`config.mk`:
```
export PLATFORM = sky130hd
export DESIGN_NAME = rx_dcore
export DESIGN_NICKNAME = d
export VERILOG_FILES = /design/src/rtl/rx_dcore_pkg.sv /design/src/rtl/dcore_cfg_if.sv /design/src/rtl/bit_source.sv /design/src/rtl/dcore_axil_regs.sv /design/src/rtl/lane_fifo.sv /design/src/rtl/prbs_checker.sv /design/src/rtl/rx_dcore.sv
export VERILOG_INCLUDE_DIRS = /design/src /design/src/rtl
export SDC_FILE = /design/constraint.sdc
export NUM_CORES = 1
export LEC_CHECK = 0
export BUFFER_PORTS_ARGS = -buffer_cell sky130_fd_sc_hd__buf_2
export CELL_PAD_IN_SITES_DETAIL_PLACEMENT = 0
export CELL_PAD_IN_SITES_GLOBAL_PLACEMENT = 1
export CORE_MARGIN = 1.5
export CORE_UTILIZATION = 30
export DETAILED_ROUTE_END_ITERATION = 10
export PLACE_DENSITY_LB_ADDON = 0.12
export SYNTH_ARGS = -nofsm -noshare
export SYNTH_HDL_FRONTEND = slang
export SYNTH_HIERARCHICAL = 1
export SYNTH_SLANG_ARGS = --single-unit
```
`constraint.sdc`:
```
create_clock -name clk_adc -period 6.8 [get_ports clk_adc]
set_clock_uncertainty 0.1 [all_clocks]
set_input_delay 1.36 -clock clk_adc [delete_from_list [all_inputs] [get_ports clk_adc]]
set_output_delay 1.36 -clock clk_adc [all_outputs]
set_load 0.05 [all_outputs]
```
`src/rtl/rx_dcore_defs.svh`:
```
`ifndef RX_DCORE_DEFS_SVH
`define RX_DCORE_DEFS_SVH

//////////////////////////////
// datapath sizes
//////////////////////////////

// lanes per word, one bit each after slicing
`define NTI         4
// signed ADC code width
`define NADC        8
// lane FIFO entries
`define FIFO_DEPTH  4

//////////////////////////////
// PRBS7 polynomial
//////////////////////////////

`define PRBS_N      7
// taps counted in bits back from the newest
`define PRBS_TAP_A  7
`define PRBS_TAP_B  6

//////////////////////////////
// register bus
//////////////////////////////

`define AXI_AW      4
`define AXI_DW      32
`define CNT_W       32

`endif

```
`src/rtl/rx_dcore_pkg.sv`:
```
`include "rx_dcore_defs.svh"

package rx_dcore_pkg;

    // bit 0 is the earliest bit in time
    typedef logic [`NTI-1:0] lane_word_t;

    typedef logic signed [`NADC-1:0] adc_code_t;

    typedef enum logic {
        SRC_ADC  = 1'b0,
        SRC_BIST = 1'b1
    } bit_src_e;

    // byte addresses of the register map
    typedef enum logic [`AXI_AW-1:0] {
        REG_CTRL  = 4'h0,
        REG_CMD   = 4'h4,
        REG_ERR   = 4'h8,
        REG_TOTAL = 4'hC
    } reg_addr_e;

    typedef enum logic {WR_IDLE, WR_RESP} axi_wr_state_e;

    typedef enum logic {RD_IDLE, RD_DATA} axi_rd_state_e;

endpackage

```
`src/rtl/dcore_cfg_if.sv`:
```
`timescale 1ns/100ps
`include "rx_dcore_defs.svh"

interface dcore_cfg_if;

    // control from the register block
    rx_dcore_pkg::bit_src_e src_sel;
    logic                   chk_en;
    logic                   clr_pulse;
    logic                   inj_pulse;

    // status back from the checker
    logic [`CNT_W-1:0]      err_count;
    logic [`CNT_W-1:0]      total_count;

    modport regs (
        output src_sel,
        output chk_en,
        output clr_pulse,
        output inj_pulse,
        input  err_count,
        input  total_count
    );

    modport src (input src_sel, input inj_pulse);

    modport chk (input chk_en, input clr_pulse, output err_count, output total_count);

endinterface

```
`src/rtl/bit_source.sv`:
```
`timescale 1ns/100ps
`include "rx_dcore_defs.svh"

module bit_source (
    input  logic                     clk_adc,
    input  logic                     cdr_rstb,
    input  rx_dcore_pkg::adc_code_t  adc_code_i [`NTI-1:0],
    input  logic                     adc_valid_i,
    dcore_cfg_if.src                 cfg_i,
    output logic                     out_valid_o,
    input  logic                     out_ready_i,
    output rx_dcore_pkg::lane_word_t out_word_o
);

    logic [`PRBS_N-1:0]       prbs_q;
    logic [`PRBS_N-1:0]       prbs_nxt;
    rx_dcore_pkg::lane_word_t prbs_bits;
    rx_dcore_pkg::lane_word_t sliced;
    logic                     inj_pend_q;
    logic                     bist;
    logic                     load;

    assign bist = (cfg_i.src_sel == rx_dcore_pkg::SRC_BIST);
    // output register free, or its word leaves this cycle
    assign load = !out_valid_o || out_ready_i;

    // sign slicer, non-negative code gives 1
    always_comb begin
        for (int k = 0; k < `NTI; k++) begin
            sliced[k] = ~adc_code_i[k][`NADC-1];
        end
    end

    // unrolled Fibonacci PRBS7, prbs_q[0] is the newest bit
    always_comb begin
        logic fb;
        prbs_nxt = prbs_q;
        for (int k = 0; k < `NTI; k++) begin
            fb           = prbs_nxt[`PRBS_TAP_A-1] ^ prbs_nxt[`PRBS_TAP_B-1];
            prbs_bits[k] = fb;
            prbs_nxt     = {prbs_nxt[`PRBS_N-2:0], fb};
        end
    end

    always_ff @(posedge clk_adc or negedge cdr_rstb) begin
        if (!cdr_rstb) begin
            out_valid_o <= 1'b0;
            prbs_q      <= '1;
            inj_pend_q  <= 1'b0;
        end else begin
            if (load) begin
                out_valid_o <= bist || adc_valid_i;
                if (bist) begin
                    prbs_q <= prbs_nxt;
                end
            end
            if (cfg_i.inj_pulse) begin
                inj_pend_q <= 1'b1;
            end else if (load && bist) begin
                inj_pend_q <= 1'b0;
            end
        end
    end

    // error injection flips only the emitted bit 0, not the generator
    always_ff @(posedge clk_adc) begin
        if (load) begin
            out_word_o <= bist ? (prbs_bits ^ rx_dcore_pkg::lane_word_t'(inj_pend_q)) : sliced;
        end
    end

endmodule

```
`src/rtl/dcore_axil_regs.sv`:
```
`timescale 1ns/100ps
`include "rx_dcore_defs.svh"

module dcore_axil_regs (
    input  logic               clk_adc,
    input  logic               cdr_rstb,
    input  logic [`AXI_AW-1:0] s_awaddr_i,
    input  logic               s_awvalid_i,
    output logic               s_awready_o,
    input  logic [`AXI_DW-1:0] s_wdata_i,
    input  logic               s_wvalid_i,
    output logic               s_wready_o,
    output logic [1:0]         s_bresp_o,
    output logic               s_bvalid_o,
    input  logic               s_bready_i,
    input  logic [`AXI_AW-1:0] s_araddr_i,
    input  logic               s_arvalid_i,
    output logic               s_arready_o,
    output logic [`AXI_DW-1:0] s_rdata_o,
    output logic [1:0]         s_rresp_o,
    output logic               s_rvalid_o,
    input  logic               s_rready_i,
    dcore_cfg_if.regs          cfg_o
);

    rx_dcore_pkg::axi_wr_state_e wr_state_q;
    rx_dcore_pkg::axi_rd_state_e rd_state_q;
    rx_dcore_pkg::reg_addr_e     wr_addr;
    rx_dcore_pkg::reg_addr_e     rd_addr;
    logic [1:0]                  ctrl_q;
    logic                        clr_q;
    logic                        inj_q;
    logic [`AXI_DW-1:0]          rd_mux;
    logic [`AXI_DW-1:0]          rdata_q;
    logic                        wr_fire;
    logic                        rd_fire;

    assign wr_addr = rx_dcore_pkg::reg_addr_e'(s_awaddr_i);
    assign rd_addr = rx_dcore_pkg::reg_addr_e'(s_araddr_i);

    //////////////////////////////
    // write channel
    //////////////////////////////

    // address and data are taken together in one cycle
    assign wr_fire     = (wr_state_q == rx_dcore_pkg::WR_IDLE) && s_awvalid_i && s_wvalid_i;
    assign s_awready_o = wr_fire;
    assign s_wready_o  = wr_fire;
    assign s_bvalid_o  = (wr_state_q == rx_dcore_pkg::WR_RESP);
    assign s_bresp_o   = 2'b00;

    always_ff @(posedge clk_adc or negedge cdr_rstb) begin
        if (!cdr_rstb) begin
            wr_state_q <= rx_dcore_pkg::WR_IDLE;
            ctrl_q     <= '0;
            clr_q      <= 1'b0;
            inj_q      <= 1'b0;
        end else begin
            // command bits are single-cycle strobes
            clr_q <= 1'b0;
            inj_q <= 1'b0;
            case (wr_state_q)
                rx_dcore_pkg::WR_IDLE: begin
                    if (wr_fire) begin
                        wr_state_q <= rx_dcore_pkg::WR_RESP;
                        case (wr_addr)
                            rx_dcore_pkg::REG_CTRL: ctrl_q <= s_wdata_i[1:0];
                            rx_dcore_pkg::REG_CMD: begin
                                clr_q <= s_wdata_i[0];
                                inj_q <= s_wdata_i[1];
                            end
                            default: ;
                        endcase
                    end
                end
                rx_dcore_pkg::WR_RESP: begin
                    if (s_bready_i) begin
                        wr_state_q <= rx_dcore_pkg::WR_IDLE;
                    end
                end
                default: wr_state_q <= rx_dcore_pkg::WR_IDLE;
            endcase
        end
    end

    //////////////////////////////
    // read channel
    //////////////////////////////

    assign rd_fire     = (rd_state_q == rx_dcore_pkg::RD_IDLE) && s_arvalid_i;
    assign s_arready_o = rd_fire;
    assign s_rvalid_o  = (rd_state_q == rx_dcore_pkg::RD_DATA);
    assign s_rresp_o   = 2'b00;
    assign s_rdata_o   = rdata_q;

    always_comb begin
        case (rd_addr)
            rx_dcore_pkg::REG_CTRL:  rd_mux = {{(`AXI_DW-2){1'b0}}, ctrl_q};
            rx_dcore_pkg::REG_ERR:   rd_mux = `AXI_DW'(cfg_o.err_count);
            rx_dcore_pkg::REG_TOTAL: rd_mux = `AXI_DW'(cfg_o.total_count);
            // CMD is write only
            default:                 rd_mux = '0;
        endcase
    end

    always_ff @(posedge clk_adc or negedge cdr_rstb) begin
        if (!cdr_rstb) begin
            rd_state_q <= rx_dcore_pkg::RD_IDLE;
        end else if (rd_fire) begin
            rd_state_q <= rx_dcore_pkg::RD_DATA;
        end else if (s_rvalid_o && s_rready_i) begin
            rd_state_q <= rx_dcore_pkg::RD_IDLE;
        end
    end

    // snapshot held until rready
    always_ff @(posedge clk_adc) begin
        if (rd_fire) begin
            rdata_q <= rd_mux;
        end
    end

    assign cfg_o.src_sel   = rx_dcore_pkg::bit_src_e'(ctrl_q[0]);
    assign cfg_o.chk_en    = ctrl_q[1];
    assign cfg_o.clr_pulse = clr_q;
    assign cfg_o.inj_pulse = inj_q;

endmodule

```
`src/rtl/lane_fifo.sv`:
```
`timescale 1ns/100ps
`include "rx_dcore_defs.svh"

module lane_fifo (
    input  logic                     clk_adc,
    input  logic                     cdr_rstb,
    input  logic                     in_valid_i,
    output logic                     in_ready_o,
    input  rx_dcore_pkg::lane_word_t in_word_i,
    output logic                     out_valid_o,
    input  logic                     out_ready_i,
    output rx_dcore_pkg::lane_word_t out_word_o
);

    localparam int PTR_W = (`FIFO_DEPTH > 1) ? $clog2(`FIFO_DEPTH) : 1;
    localparam int LVL_W = $clog2(`FIFO_DEPTH + 1);

    rx_dcore_pkg::lane_word_t mem_q [`FIFO_DEPTH];
    logic [PTR_W-1:0]         wr_ptr_q;
    logic [PTR_W-1:0]         rd_ptr_q;
    logic [LVL_W-1:0]         level_q;
    logic                     push;
    logic                     pop;

    assign in_ready_o  = (level_q != LVL_W'(`FIFO_DEPTH));
    assign out_valid_o = (level_q != '0);
    assign out_word_o  = mem_q[rd_ptr_q];
    assign push        = in_valid_i && in_ready_o;
    assign pop         = out_valid_o && out_ready_i;

    always_ff @(posedge clk_adc or negedge cdr_rstb) begin
        if (!cdr_rstb) begin
            wr_ptr_q <= '0;
            rd_ptr_q <= '0;
            level_q  <= '0;
        end else begin
            if (push) begin
                wr_ptr_q <= (wr_ptr_q == PTR_W'(`FIFO_DEPTH - 1)) ? '0 : wr_ptr_q + 1'b1;
            end
            if (pop) begin
                rd_ptr_q <= (rd_ptr_q == PTR_W'(`FIFO_DEPTH - 1)) ? '0 : rd_ptr_q + 1'b1;
            end
            // level moves only when one side is active alone
            case ({push, pop})
                2'b10:   level_q <= level_q + 1'b1;
                2'b01:   level_q <= level_q - 1'b1;
                default: level_q <= level_q;
            endcase
        end
    end

    always_ff @(posedge clk_adc) begin
        if (push) begin
            mem_q[wr_ptr_q] <= in_word_i;
        end
    end

endmodule

```
`src/rtl/prbs_checker.sv`:
```
`timescale 1ns/100ps
`include "rx_dcore_defs.svh"

module prbs_checker (
    input  logic                     clk_adc,
    input  logic                     cdr_rstb,
    input  logic                     in_valid_i,
    output logic                     in_ready_o,
    input  rx_dcore_pkg::lane_word_t in_word_i,
    dcore_cfg_if.chk                 cfg_i
);

    localparam int FILL_W = $clog2(`PRBS_N + 1);
    localparam int ADD_W  = $clog2(`NTI + 1);

    logic [`PRBS_N-1:0] hist_q;
    logic [`PRBS_N-1:0] hist_nxt;
    logic [FILL_W-1:0]  fill_q;
    logic [FILL_W-1:0]  fill_nxt;
    logic [ADD_W-1:0]   err_add;
    logic [ADD_W-1:0]   tot_add;
    logic [`CNT_W-1:0]  err_q;
    logic [`CNT_W-1:0]  total_q;
    logic               take;

    // disabled checker back-pressures the FIFO
    assign in_ready_o = cfg_i.chk_en;
    assign take       = in_valid_i && in_ready_o;

    // self-synchronizing check, history holds received bits
    always_comb begin
        logic pred;
        hist_nxt = hist_q;
        fill_nxt = fill_q;
        err_add  = '0;
        tot_add  = '0;
        for (int k = 0; k < `NTI; k++) begin
            pred = hist_nxt[`PRBS_TAP_A-1] ^ hist_nxt[`PRBS_TAP_B-1];
            if (fill_nxt == FILL_W'(`PRBS_N)) begin
                tot_add = tot_add + 1'b1;
                if (in_word_i[k] != pred) begin
                    err_add = err_add + 1'b1;
                end
            end else begin
                fill_nxt = fill_nxt + 1'b1;
            end
            hist_nxt = {hist_nxt[`PRBS_N-2:0], in_word_i[k]};
        end
    end

    always_ff @(posedge clk_adc or negedge cdr_rstb) begin
        if (!cdr_rstb) begin
            hist_q  <= '0;
            fill_q  <= '0;
            err_q   <= '0;
            total_q <= '0;
        end else begin
            if (take) begin
                hist_q <= hist_nxt;
            end
            // clear wins over a word taken in the same cycle
            if (cfg_i.clr_pulse) begin
                fill_q  <= '0;
                err_q   <= '0;
                total_q <= '0;
            end else if (take) begin
                fill_q  <= fill_nxt;
                err_q   <= err_q + `CNT_W'(err_add);
                total_q <= total_q + `CNT_W'(tot_add);
            end
        end
    end

    assign cfg_i.err_count   = err_q;
    assign cfg_i.total_count = total_q;

endmodule

```
`src/rtl/rx_dcore.sv`:
```
`timescale 1ns/100ps
`include "rx_dcore_defs.svh"

module rx_dcore (
    input  logic                    clk_adc,
    input  logic                    cdr_rstb,
    input  rx_dcore_pkg::adc_code_t adc_code_i [`NTI-1:0],
    input  logic                    adc_valid_i,
    input  logic [`AXI_AW-1:0]      s_awaddr_i,
    input  logic                    s_awvalid_i,
    output logic                    s_awready_o,
    input  logic [`AXI_DW-1:0]      s_wdata_i,
    input  logic                    s_wvalid_i,
    output logic                    s_wready_o,
    output logic [1:0]              s_bresp_o,
    output logic                    s_bvalid_o,
    input  logic                    s_bready_i,
    input  logic [`AXI_AW-1:0]      s_araddr_i,
    input  logic                    s_arvalid_i,
    output logic                    s_arready_o,
    output logic [`AXI_DW-1:0]      s_rdata_o,
    output logic [1:0]              s_rresp_o,
    output logic                    s_rvalid_o,
    input  logic                    s_rready_i
);

    dcore_cfg_if u_cfg ();

    // source to FIFO
    logic                     src_valid;
    logic                     src_ready;
    rx_dcore_pkg::lane_word_t src_word;

    // FIFO to checker
    logic                     chk_valid;
    logic                     chk_ready;
    rx_dcore_pkg::lane_word_t chk_word;

    dcore_axil_regs u_regs (
        .clk_adc     (clk_adc),
        .cdr_rstb    (cdr_rstb),
        .s_awaddr_i  (s_awaddr_i),
        .s_awvalid_i (s_awvalid_i),
        .s_awready_o (s_awready_o),
        .s_wdata_i   (s_wdata_i),
        .s_wvalid_i  (s_wvalid_i),
        .s_wready_o  (s_wready_o),
        .s_bresp_o   (s_bresp_o),
        .s_bvalid_o  (s_bvalid_o),
        .s_bready_i  (s_bready_i),
        .s_araddr_i  (s_araddr_i),
        .s_arvalid_i (s_arvalid_i),
        .s_arready_o (s_arready_o),
        .s_rdata_o   (s_rdata_o),
        .s_rresp_o   (s_rresp_o),
        .s_rvalid_o  (s_rvalid_o),
        .s_rready_i  (s_rready_i),
        .cfg_o       (u_cfg.regs)
    );

    bit_source u_src (
        .clk_adc     (clk_adc),
        .cdr_rstb    (cdr_rstb),
        .adc_code_i  (adc_code_i),
        .adc_valid_i (adc_valid_i),
        .cfg_i       (u_cfg.src),
        .out_valid_o (src_valid),
        .out_ready_i (src_ready),
        .out_word_o  (src_word)
    );

    lane_fifo u_fifo (
        .clk_adc     (clk_adc),
        .cdr_rstb    (cdr_rstb),
        .in_valid_i  (src_valid),
        .in_ready_o  (src_ready),
        .in_word_i   (src_word),
        .out_valid_o (chk_valid),
        .out_ready_i (chk_ready),
        .out_word_o  (chk_word)
    );

    prbs_checker u_chk (
        .clk_adc    (clk_adc),
        .cdr_rstb   (cdr_rstb),
        .in_valid_i (chk_valid),
        .in_ready_o (chk_ready),
        .in_word_i  (chk_word),
        .cfg_i      (u_cfg.chk)
    );

endmodule

```
== After elaboration in Yosys (flattened, before gate mapping) ==
Memory sizes are Yosys's and may differ from the RTL's.
Cells that the tools add are included.

* Memories kept: 1
* Register bits: 132
* Word-level logic and storage cells: 126
* RAM bits: 16

{| class="wikitable"
|+ Memories
! name !! words !! bits a word !! rd ports !! clocked after memory_dff !! write ports !! line !! text
|-
| u_fifo.mem_q || 4 || 4 || 1 || 0 || 1 || lane_fifo.sv:18 || <nowiki>rx_dcore_pkg::lane_word_t mem_q [`FIFO_DEPTH];</nowiki>
|}

* Bitwise gates (word level): 15
* Equal/unequal tests: 16
* Add/subtract/negate cells: 16
* Reductions and logical operators: 19
* Multiplexer cells: 42

{| class="wikitable"
|+ Operator list
! operator !! count
|-
| $mux W32 || 4
|-
| $pmux W32 S3 || 1
|-
| $add A32 B3 Y32 || 2
|-
| $mux W3 || 16
|-
| $add A3 B1 Y3 const B || 10
|-
| $mux W1 || 16
|-
| $eq A3 B3 Y1 const B || 4
|-
| $eq A4 B4 Y1 const B || 2
|-
| $logic_not A4 Y1 || 2
|-
| $reduce_bool A2 Y1 || 4
|-
| $xor A1 B1 Y1 || 8
|-
| $logic_and A1 B1 Y1 || 7
|-
| $eq A2 B2 Y1 const B || 3
|-
| $not A1 Y1 || 6
|-
| $pmux W3 S2 || 1
|-
| $add A2 B1 Y2 const B || 2
|-
| $eq A4 B3 Y1 const B || 1
|-
| $mux W2 || 2
|-
| $mux W4 || 1
|-
| $ne A1 B1 Y1 || 4
|-
| $xor A4 B1 Y4 || 1
|-
| $ne A3 B3 Y1 const B || 1
|-
| $reduce_and A3 Y1 || 1
|-
| $reduce_bool A3 Y1 || 1
|-
| 7 further kinds || 8
|}

== Logic depth before layout (Yosys ltp) ==
Gate-level depths: netlist of the first run.

* Depth after elaboration: 16
* Gate-level depth with buffers: 23

== Modules after synthesis ==
The synthesis of the first run kept the hierarchy.

{| class="wikitable"
|+ Modules (own cells, without submodules)
! module !! cells an instance !! instances !! area each (um2) !! sequential area each (um2)
|-
| prbs_checker || 463 || 1 || 4244.1 || 1851.8
|-
| dcore_axil_regs || 105 || 1 || 1672.9 || 1111.1
|-
| lane_fifo || 61 || 1 || 1032.2 || 655.6
|-
| bit_source || 39 || 1 || 565.5 || 354.1
|}

== Worst setup path after synthesis of the first run ==
No wires, ideal clock.

* Path type: register to register
* From: register u_chk.fill_q[1]
* To: register u_chk.total_q[25] (netlist: u_chk/cfg_i.total_count[25])
* Path slack: 1.641 ns
* Data required time: 6.575 ns
* Setup time: 0.125 ns
* Stages on the path, launching flop included: 22
* Data arrival time: 4.934 ns
* Cells stage by stage: dfrtp_1 ha_1 buf_1 nand2_1 mux2i_1 inv_1 ha_1 clkbuf_1 o21ba_2 o22ai_1 a211o_1 nand2_1 ha_1 o41ai_1 mux2_2 ha_1 a21o_1 a22o_1 clkbuf_1 or4b_4 nor2_1 mux2_2

* Cells in the longest elaborated chain, start to end: 11
* Elaborated cells on any way between the ends: 20
* Those cells by class: add/sub: 7; eq/ne: 4; mux: 9

{| class="wikitable"
|+ Ends and longest elaborated chain
! item !! line !! text
|-
| start, declared || prbs_checker.sv:18 || <nowiki>logic [FILL_W-1:0] fill_q;</nowiki>
|-
| start signal, assigned || prbs_checker.sv:67 || <nowiki>fill_q <= fill_nxt;</nowiki>
|-
| $add A3 B1 Y3 or $eq A3 B3 Y1 (tied branches) || prbs_checker.sv:45, prbs_checker.sv:39 ||
|-
| $mux W3 or $mux W1 (tied branches) || prbs_checker.sv:39 || <nowiki>if (fill_nxt == FILL_W'(`PRBS_N)) begin</nowiki>
|-
| $eq A3 B3 Y1, or another cell as far along || prbs_checker.sv:39 ||
|-
| $mux W3 || prbs_checker.sv:39 ||
|-
| $add A3 B1 Y3, or another cell as far along || prbs_checker.sv:40 || <nowiki>tot_add = tot_add + 1'b1;</nowiki>
|-
| $mux W3 || prbs_checker.sv:39 ||
|-
| $add A3 B1 Y3 or $eq A3 B3 Y1 (tied branches) || prbs_checker.sv:40, prbs_checker.sv:39 ||
|-
| $mux W3 * || prbs_checker.sv:39 ||
|-
| $add A32 B3 Y32 * || prbs_checker.sv:69 || <nowiki>total_q <= total_q + `CNT_W'(tot_add);</nowiki>
|-
| $mux W32 * || prbs_checker.sv:66 || <nowiki>end else if (take) begin</nowiki>
|-
| $mux W32 * || prbs_checker.sv:62 || <nowiki>if (cfg_i.clr_pulse) begin</nowiki>
|-
| end signal, assigned || prbs_checker.sv:69 ||
|-
| end, declared || prbs_checker.sv:23 || <nowiki>logic [`CNT_W-1:0] total_q;</nowiki>
|}

Every way passes the cells marked *; elsewhere a longest branch is shown, timed or not. The select of a mux whose other input is x is not followed.
A chain may end at the register's enable or synchronous reset.

== Worst setup path in the final report of the first run ==
* From: register u_chk.fill_q[0]
* To: register u_chk.total_q[28] (netlist: u_chk/cfg_i.total_count[28])

Same word-level chain as after synthesis.

==> results.toml, run 1 <==
[worst_setup_path]
critPathLaunch = "u_chk/fill_q[0]$_DFFE_PN0P_"
cp-end-kind = "flop"
cp.depth = 20
path_buf_inv = 2
slowest_delay_ps = 730
required_ps = 7000
rrSetupSlack_ps = 950
slowest_stage = "nor4_1"
cpLargestDelayFamily = "compound AO/OA/AOI/OAI gates"
cp_cell_sequence = "ha_1 -> nand2_1 -> mux2i_1 -> inv_1 -> ha_1 -> o21ba_2 -> o22ai_1 -> a211o_1 -> nand2_1 -> ha_1 -> o41ai_1 -> xnor2_1 -> ha_1 -> inv_1 -> fa_1 -> nor2b_1 -> o21ai_1 -> nor4_1 -> a21oi_1 -> a31o_2"
cpMostUsedCell = "ha_1"
worstSetupPathType = "reg -> reg"
crit_arrival_ps = 6050
rr_endpoint = "u_chk/cfg_i.total_count[28]$_DFFE_PN0P_"
r2r_cells = 20
crit_path_start_kind = "flop"
crit_path_end = "u_chk/cfg_i.total_count[28]$_DFFE_PN0P_"
crit_fanout = 10
r2r_start = "u_chk/fill_q[0]$_DFFE_PN0P_"

[synthesis]
synth_top_area_cell = "dfrtp_1"
ys_warn_count = 6
async_flop_share_pct = 64.86
seq_area_frac_synth_pct = 52.86
synth_top_area_share_pct = 29.64
synth_cell_types = 60
synth_area_leaders = "dfrtp_1 (30%), edfxtp_1 (21%), xnor2_1 (4.5%)"
yosysMostFrequentCell = "dfrtp_1"
ys_ff_latch = 148
synth_edf_count = 52
syn_inst = 668
synth.avg_cell_area_um2 = 11.25
netlist_area_mm2 = 0.007515
ys_top_cells_by_count = "dfrtp_1 (89), nor2_1 (73), nand2_1 (58)"
synth_ff_type = "dfrtp_1"

[cts]
postCtsSetupRepairBufs = 0
cts_buffers = 17
cts_tree = "built"
clockBufferDepth = 2
clock_sinks = 148
cts_root_buf = "clkbuf_16"
htree_levels = 4
clk_latency_ps = 410
cts_hold_buf = 0
clkTransAtPathRegs_ps = 60
cts-resized-gates = 0

[global_routing]
grt_overflow = 0
grt_pass1_vias = 5122
grt_antenna_before_repair = 0
grt_max_degree = 54
grt_pass1_wl_mm = 28.11
grtUsageTotal_pct = 13.90

[die]
core-area_mm2 = 0.02446
fp.dieArea_mm2 = 0.02601
start_util_pct = 30.72
row_count = 57
io_pins = 121
chipHeight_um = 161.3
fp.dieW_um = 161.3

[timing]
fin_crit_sh_pct = 86.02
finalSetupTns_ps = 0
setup_viol = 0
grt_setup_unrepaired = "false"
worst_pin_slew_ps = 1042
drv_slew = 0
fin_crit_ps = 5850
relSlewSlack_pct = 29.60
hold_viol = 0
clock.fmax_ghz = 0.1710
holdWs_ps = 334.9

[route]
wl_per_cell_um = 16.24
antenna_left = 0
drc = 0
wl_mm = 17.14
drtIter0Drc = 283
first_pass_iters = 4
vias = 5104
viasPerCell = 4.838

[power]
power_leakage_nw = 3.723
pwr_density_cell_mw_per_mm2 = 412.1
irDropWorstVdd_mv = 0.1836

[placement]
dp_hpwl_mm = 11.54
routabilityCongestion = 0.7455
port_buffers = 58

[cells_and_area]
fillers = 2448
fin_nets = 822
multi_input_area_mm2 = 0.003312
n_antenna_cell = 0
areaGrowthSynthToFinish_pct = 15.55
drive_gt1_share_pct = 23.26
seq_area_mm2 = 0.003974

[run_status]
status = "completed"

[flow_run]
maxCapViolCount = 0

[worst_hold_path]
hold_path_class = "reg -> reg"
==> routing by layer <==
| metal | wire length, um | GRT usage [%] | share of wire (%) | vias to the layer above |
|---|---|---|---|---|
| met5 | 0 | 0 | 0 | - |
| met4 | 85 | 3.367 | 0.50 | 0 |
| met3 | 743 | 3.056 | 4.3 | 5 |
| met2 | 7883 | 21.49 | 46 | 104 |
| met1 | 8422 | 19.78 | 49 | 2530 |
| li1 | - | - | - | 2465 |
==> area by class of cell <==
class | count | area share [%]
sequential | 148 | 45.76
multi-input combinational | 469 | 38.14
clock buffer | 18 | 4.942
tap | 324 | 4.669
timing repair buffer | 62 | 3.718
clock inverter | 14 | 1.902
inverter | 20 | 0.8646
==> layout by cell type (no fill, tap or decap), drive strengths merged, types with 11 or more instances in the layout <==
cell type | netlist | routed
dfrtp | 89 | 89
nor2 | 73 | 73
buf | 16 | 62
nand2 | 59 | 59
edfxtp | 52 | 52
xnor2 | 39 | 39
xor2 | 36 | 36
a22o | 31 | 31
inv | 20 | 27
a21oi | 21 | 21
ha | 21 | 21
nand3 | 20 | 20
nand4 | 19 | 19
and3 | 19 | 19
clkbuf | 18 | 18
mux2 | 15 | 15
o21ai | 11 | 11
nor4 | 11 | 11
nor3 | 11 | 11
==> power by group <==
| part | internal, mW | total, mW | leakage [nW] | switching [mW] |
|---|---|---|---|---|
| sequential | 1.11 | 1.25 | 1.76 | 0.139 |
| clock | 0.553 | 0.956 | 0.284 | 0.403 |
| combinational | 0.611 | 1.38 | 1.68 | 0.765 |
==> how the worst min path moves through the flow <==
stage / start / to / slack, ps / cells after the start
after detailed placement: u_regs/cfg_o.inj_pulse$_DFF_PN0_ / u_src/inj_pend_q$_DFFE_PN0P_ / 330 / 1
after global placement: u_regs/cfg_o.inj_pulse$_DFF_PN0_ / u_src/inj_pend_q$_DFFE_PN0P_ / 320 / 1
after floorplan: u_regs/cfg_o.inj_pulse$_DFF_PN0_ / u_src/inj_pend_q$_DFFE_PN0P_ / 300 / 1
after CTS: u_regs/cfg_o.inj_pulse$_DFF_PN0_ / u_src/inj_pend_q$_DFFE_PN0P_ / 340 / 1
final: u_regs/cfg_o.inj_pulse$_DFF_PN0_ / u_src/inj_pend_q$_DFFE_PN0P_ / 330 / 1
after global routing: u_regs/cfg_o.inj_pulse$_DFF_PN0_ / u_src/inj_pend_q$_DFFE_PN0P_ / 350 / 1
==> registers in the layout, indices dropped and copies added (netlist names), 2 cells and up <==
signal,count
u_chk/cfg_i.err_count,32
u_regs/ctrl_q,2
u_fifo/mem_q,16
u_chk/fill_q,3
u_fifo/wr_ptr_q,2
u_src/out_word_o,4
u_chk/hist_q,7
u_chk/cfg_i.total_count,32
u_fifo/rd_ptr_q,2
u_regs/s_rdata_o,32
u_fifo/level_q,3
u_src/prbs_q,7
==> kinds of logic after synthesis <==
logic type / after synthesis / share of synthesized area [%]
AO/OA/AOI/OAI: 88 / 8.891
XOR/XNOR: 75 / 8.741
adder cells (fa/ha/maj): 24 / 4.296
buffers and inverters: 54 / 3.463
flip-flops: 148 / 52.86
multiplexers: 28 / 4.745
other: 1 / 0.04990
AND/OR/NAND/NOR: 250 / 16.95
==> worst reg2reg max path, stage by stage (launching register included) <==
cell and delay, ps:
dfrtp_1 490, ha_1 390, nand2_1 250, mux2i_1 310
inv_1 80, ha_1 330, o21ba_2 260, o22ai_1 470
a211o_1 200, nand2_1 60, ha_1 220, o41ai_1 200
xnor2_1 200, ha_1 210, inv_1 60, fa_1 410
nor2b_1 170, o21ai_1 250, nor4_1 730, a21oi_1 130
a31o_2 240
==> metrics by stage <==
step / util (%) / power (mW) / cell area [um2] / setup slack, ps / std cells
2_1_floorplan: - / 2.330 / 7526 / 1641 / 671
3_5_place_dp: 33.07 / 2.654 / 8089 / 958.9 / 1023
3_3_place_gp: 33.07 / 2.602 / 8089 / 1049 / 1023
5_1_grt: 35.50 / 3.886 / 8683 / 370.8 / 1055
4_1_cts: 35.50 / 3.634 / 8683 / 953.8 / 1055
6_report: 35.50 / 3.578 / 8683 / 950.3 / 1055
(Power assumes the default switching activity.)
==> inputs of run 2 (changes only) <==
--- a/config.mk
+++ b/config.mk
@@ -6,12 +6,12 @@
 export SDC_FILE = /design/constraint.sdc
 export NUM_CORES = 1
 export LEC_CHECK = 0
-export BUFFER_PORTS_ARGS = -buffer_cell sky130_fd_sc_hd__buf_2
 export CELL_PAD_IN_SITES_DETAIL_PLACEMENT = 0
 export CELL_PAD_IN_SITES_GLOBAL_PLACEMENT = 1
 export CORE_MARGIN = 1.5
 export CORE_UTILIZATION = 30
 export DETAILED_ROUTE_END_ITERATION = 10
+export DONT_BUFFER_PORTS = 1
 export PLACE_DENSITY_LB_ADDON = 0.12
 export SYNTH_ARGS = -nofsm -noshare
 export SYNTH_HDL_FRONTEND = slang
==> results.toml, run 2 (synthesis results as in run 1) <==
[cells_and_area]
final_util_pct = 34.21
layout_common_cells = "dfrtp_1 (88), nor2_1 (73), nand2_1 (58)"
fin_nets = 764
fillers = 2429
areaGrowthSynthToFinish_pct = 11.36
stdcell_count = 997
layout_commonest_cell = "dfrtp_1"
n_antenna_cell = 0
drive_gt1_share_pct = 16.64
post-route-cell-area_mm2 = 0.008368

[placement]
place_area_mm2 = 0.007796
placed_cells = 965
dp_hpwl_mm = 11.22
routabilityCongestion = 0.7203
pre_cts_ws_ps = 915.3
port_buffers = 0

[cts]
clk_latency_ps = 420
cts_hold_buf = 0
clock_sinks = 148
clkTransAtPathRegs_ps = 60
htree_levels = 4
cts_buffers = 17
clockBufferDepth = 2
postCtsSetupRepairBufs = 0
cts_tree = "built"
cts_root_buf = "clkbuf_16"
cts-resized-gates = 0

[global_routing]
grt_max_degree = 97
grt_pass1_wl_mm = 27.40
grtUsageTotal_pct = 13.67
grt_overflow = 0
grt_pass1_vias = 4953
grt_antenna_before_repair = 0

[timing]
hold_viol = 0
grt_setup_unrepaired = "false"
relSlewSlack_pct = 32.00
finalSetupTns_ps = 0
drv_slew = 0
timing.final.ws_setup_ps = 904.3
fin_crit_sh_pct = 86.70
holdWs_ps = 335.5
clock.fmax_ghz = 0.1696
setup_viol = 0
worst_pin_slew_ps = 1007
fin_crit_ps = 5896

[power]
irDropWorstVdd_mv = 0.1639
pwr_density_cell_mw_per_mm2 = 419.3
p_switching_mw = 1.292
p_seq_share_pct = 36.9
power_leakage_nw = 3.475
p_comb_share_pct = 36.7
p_int_mw = 2.217
p_total_mw = 3.508
switching_share_pct = 36.82
power_frac_clock_pct = 26.4

[worst_hold_path]
min_to = "u_src/inj_pend_q$_DFFE_PN0P_"
worstHoldPathCells = 1
hp-start = "u_regs/cfg_o.inj_pulse$_DFF_PN0_"
hold_path_class = "reg -> reg"

[route]
antenna_left = 0
drc = 0
wl_mm = 17.11
wl_per_cell_um = 17.16
vias = 4945
drtIter0Drc = 284
first_pass_iters = 5
viasPerCell = 4.960

[worst_setup_path]
required_ps = 7000
crit_path_start_kind = "flop"
crit_arrival_ps = 6100
path_buf_inv = 2
cp-end-kind = "flop"
rr_endpoint = "u_chk/cfg_i.total_count[30]$_DFFE_PN0P_"
slowest_delay_ps = 800
cp_cell_sequence = "ha_1 -> nand2_1 -> mux2i_1 -> inv_1 -> ha_1 -> o21ba_2 -> o22ai_1 -> a211o_1 -> nand2_1 -> ha_1 -> o41ai_1 -> xnor2_1 -> ha_1 -> inv_1 -> fa_1 -> nor2b_1 -> o21ai_1 -> nor4_1 -> a21oi_1 -> a31o_2"
rrSetupSlack_ps = 900
worstSetupPathType = "reg -> reg"
crit_fanout = 10
cpMostUsedCell = "ha_1"
r2r_start = "u_chk/fill_q[1]$_DFFE_PN0P_"
cpLargestDelayFamily = "compound AO/OA/AOI/OAI gates"
slowest_stage = "nor4_1"
r2r_cells = 20

[run_status]
status = "completed"

[die]
core-area_mm2 = 0.02446
row_count = 57
io_pins = 121
start_util_pct = 30.72
chipHeight_um = 161.3
fp.dieArea_mm2 = 0.02601
fp.dieW_um = 161.3

[flow_run]
maxCapViolCount = 0
[run 2: area by class of cell]
type,count,area [um2],share of cell area (%)
inverters,20,75.07,0.8971
multi-input cells,469,3312,39.58
clock inverters,14,142.6,1.705
clock buffers,18,429.2,5.129
well taps,324,405.4,4.844
flip-flops and latches,148,3974,47.49
repair buffers,4,30.03,0.3589
[run 2: worst max-delay path by stage]
stage,cells after the start,from,to
2_1_floorplan,21,u_chk/fill_q[1]$_DFFE_PN0P_,u_chk/cfg_i.total_count[25]$_DFFE_PN0P_
3_3_place_gp,20,u_chk/fill_q[1]$_DFFE_PN0P_,u_chk/cfg_i.total_count[30]$_DFFE_PN0P_
3_5_place_dp,20,u_chk/fill_q[1]$_DFFE_PN0P_,u_chk/cfg_i.total_count[30]$_DFFE_PN0P_
4_1_cts,20,u_chk/fill_q[1]$_DFFE_PN0P_,u_chk/cfg_i.total_count[30]$_DFFE_PN0P_
5_1_grt,20,u_chk/fill_q[1]$_DFFE_PN0P_,u_chk/cfg_i.total_count[30]$_DFFE_PN0P_
6_report,20,u_chk/fill_q[1]$_DFFE_PN0P_,u_chk/cfg_i.total_count[30]$_DFFE_PN0P_
[run 2: worst reg2reg max path: cells and delay by family, from the launching register on]
family / cells / cell delay, ps
mux: 1 / 290
xor+xnor: 1 / 210
buf+inv: 2 / 120
simple gates: 4 / 1290
flops: 1 / 480
compound gates: 7 / 1770
fa+ha+maj: 5 / 1520
[run 2: routing by layer]
metal | track usage [%] | part of all wire (%)
met1 | 18.63 | 48
met4 | 3.830 | 1.0
met3 | 3.287 | 3.9
met5 | 0 | 0
met2 | 21.67 | 47
[run 2: power groups by stage]
| stage | clock network, mW | logic [mW] | registers (mW) |
|---|---|---|---|
| 2_1_floorplan | 0 | 1.07 | 1.26 |
| 3_3_place_gp | 0 | 1.27 | 1.30 |
| 3_5_place_dp | 0 | 1.30 | 1.32 |
| 4_1_cts | 0.961 | 1.31 | 1.30 |
| 5_1_grt | 1.00 | 1.46 | 1.32 |
| 6_report | 0.927 | 1.29 | 1.30 |
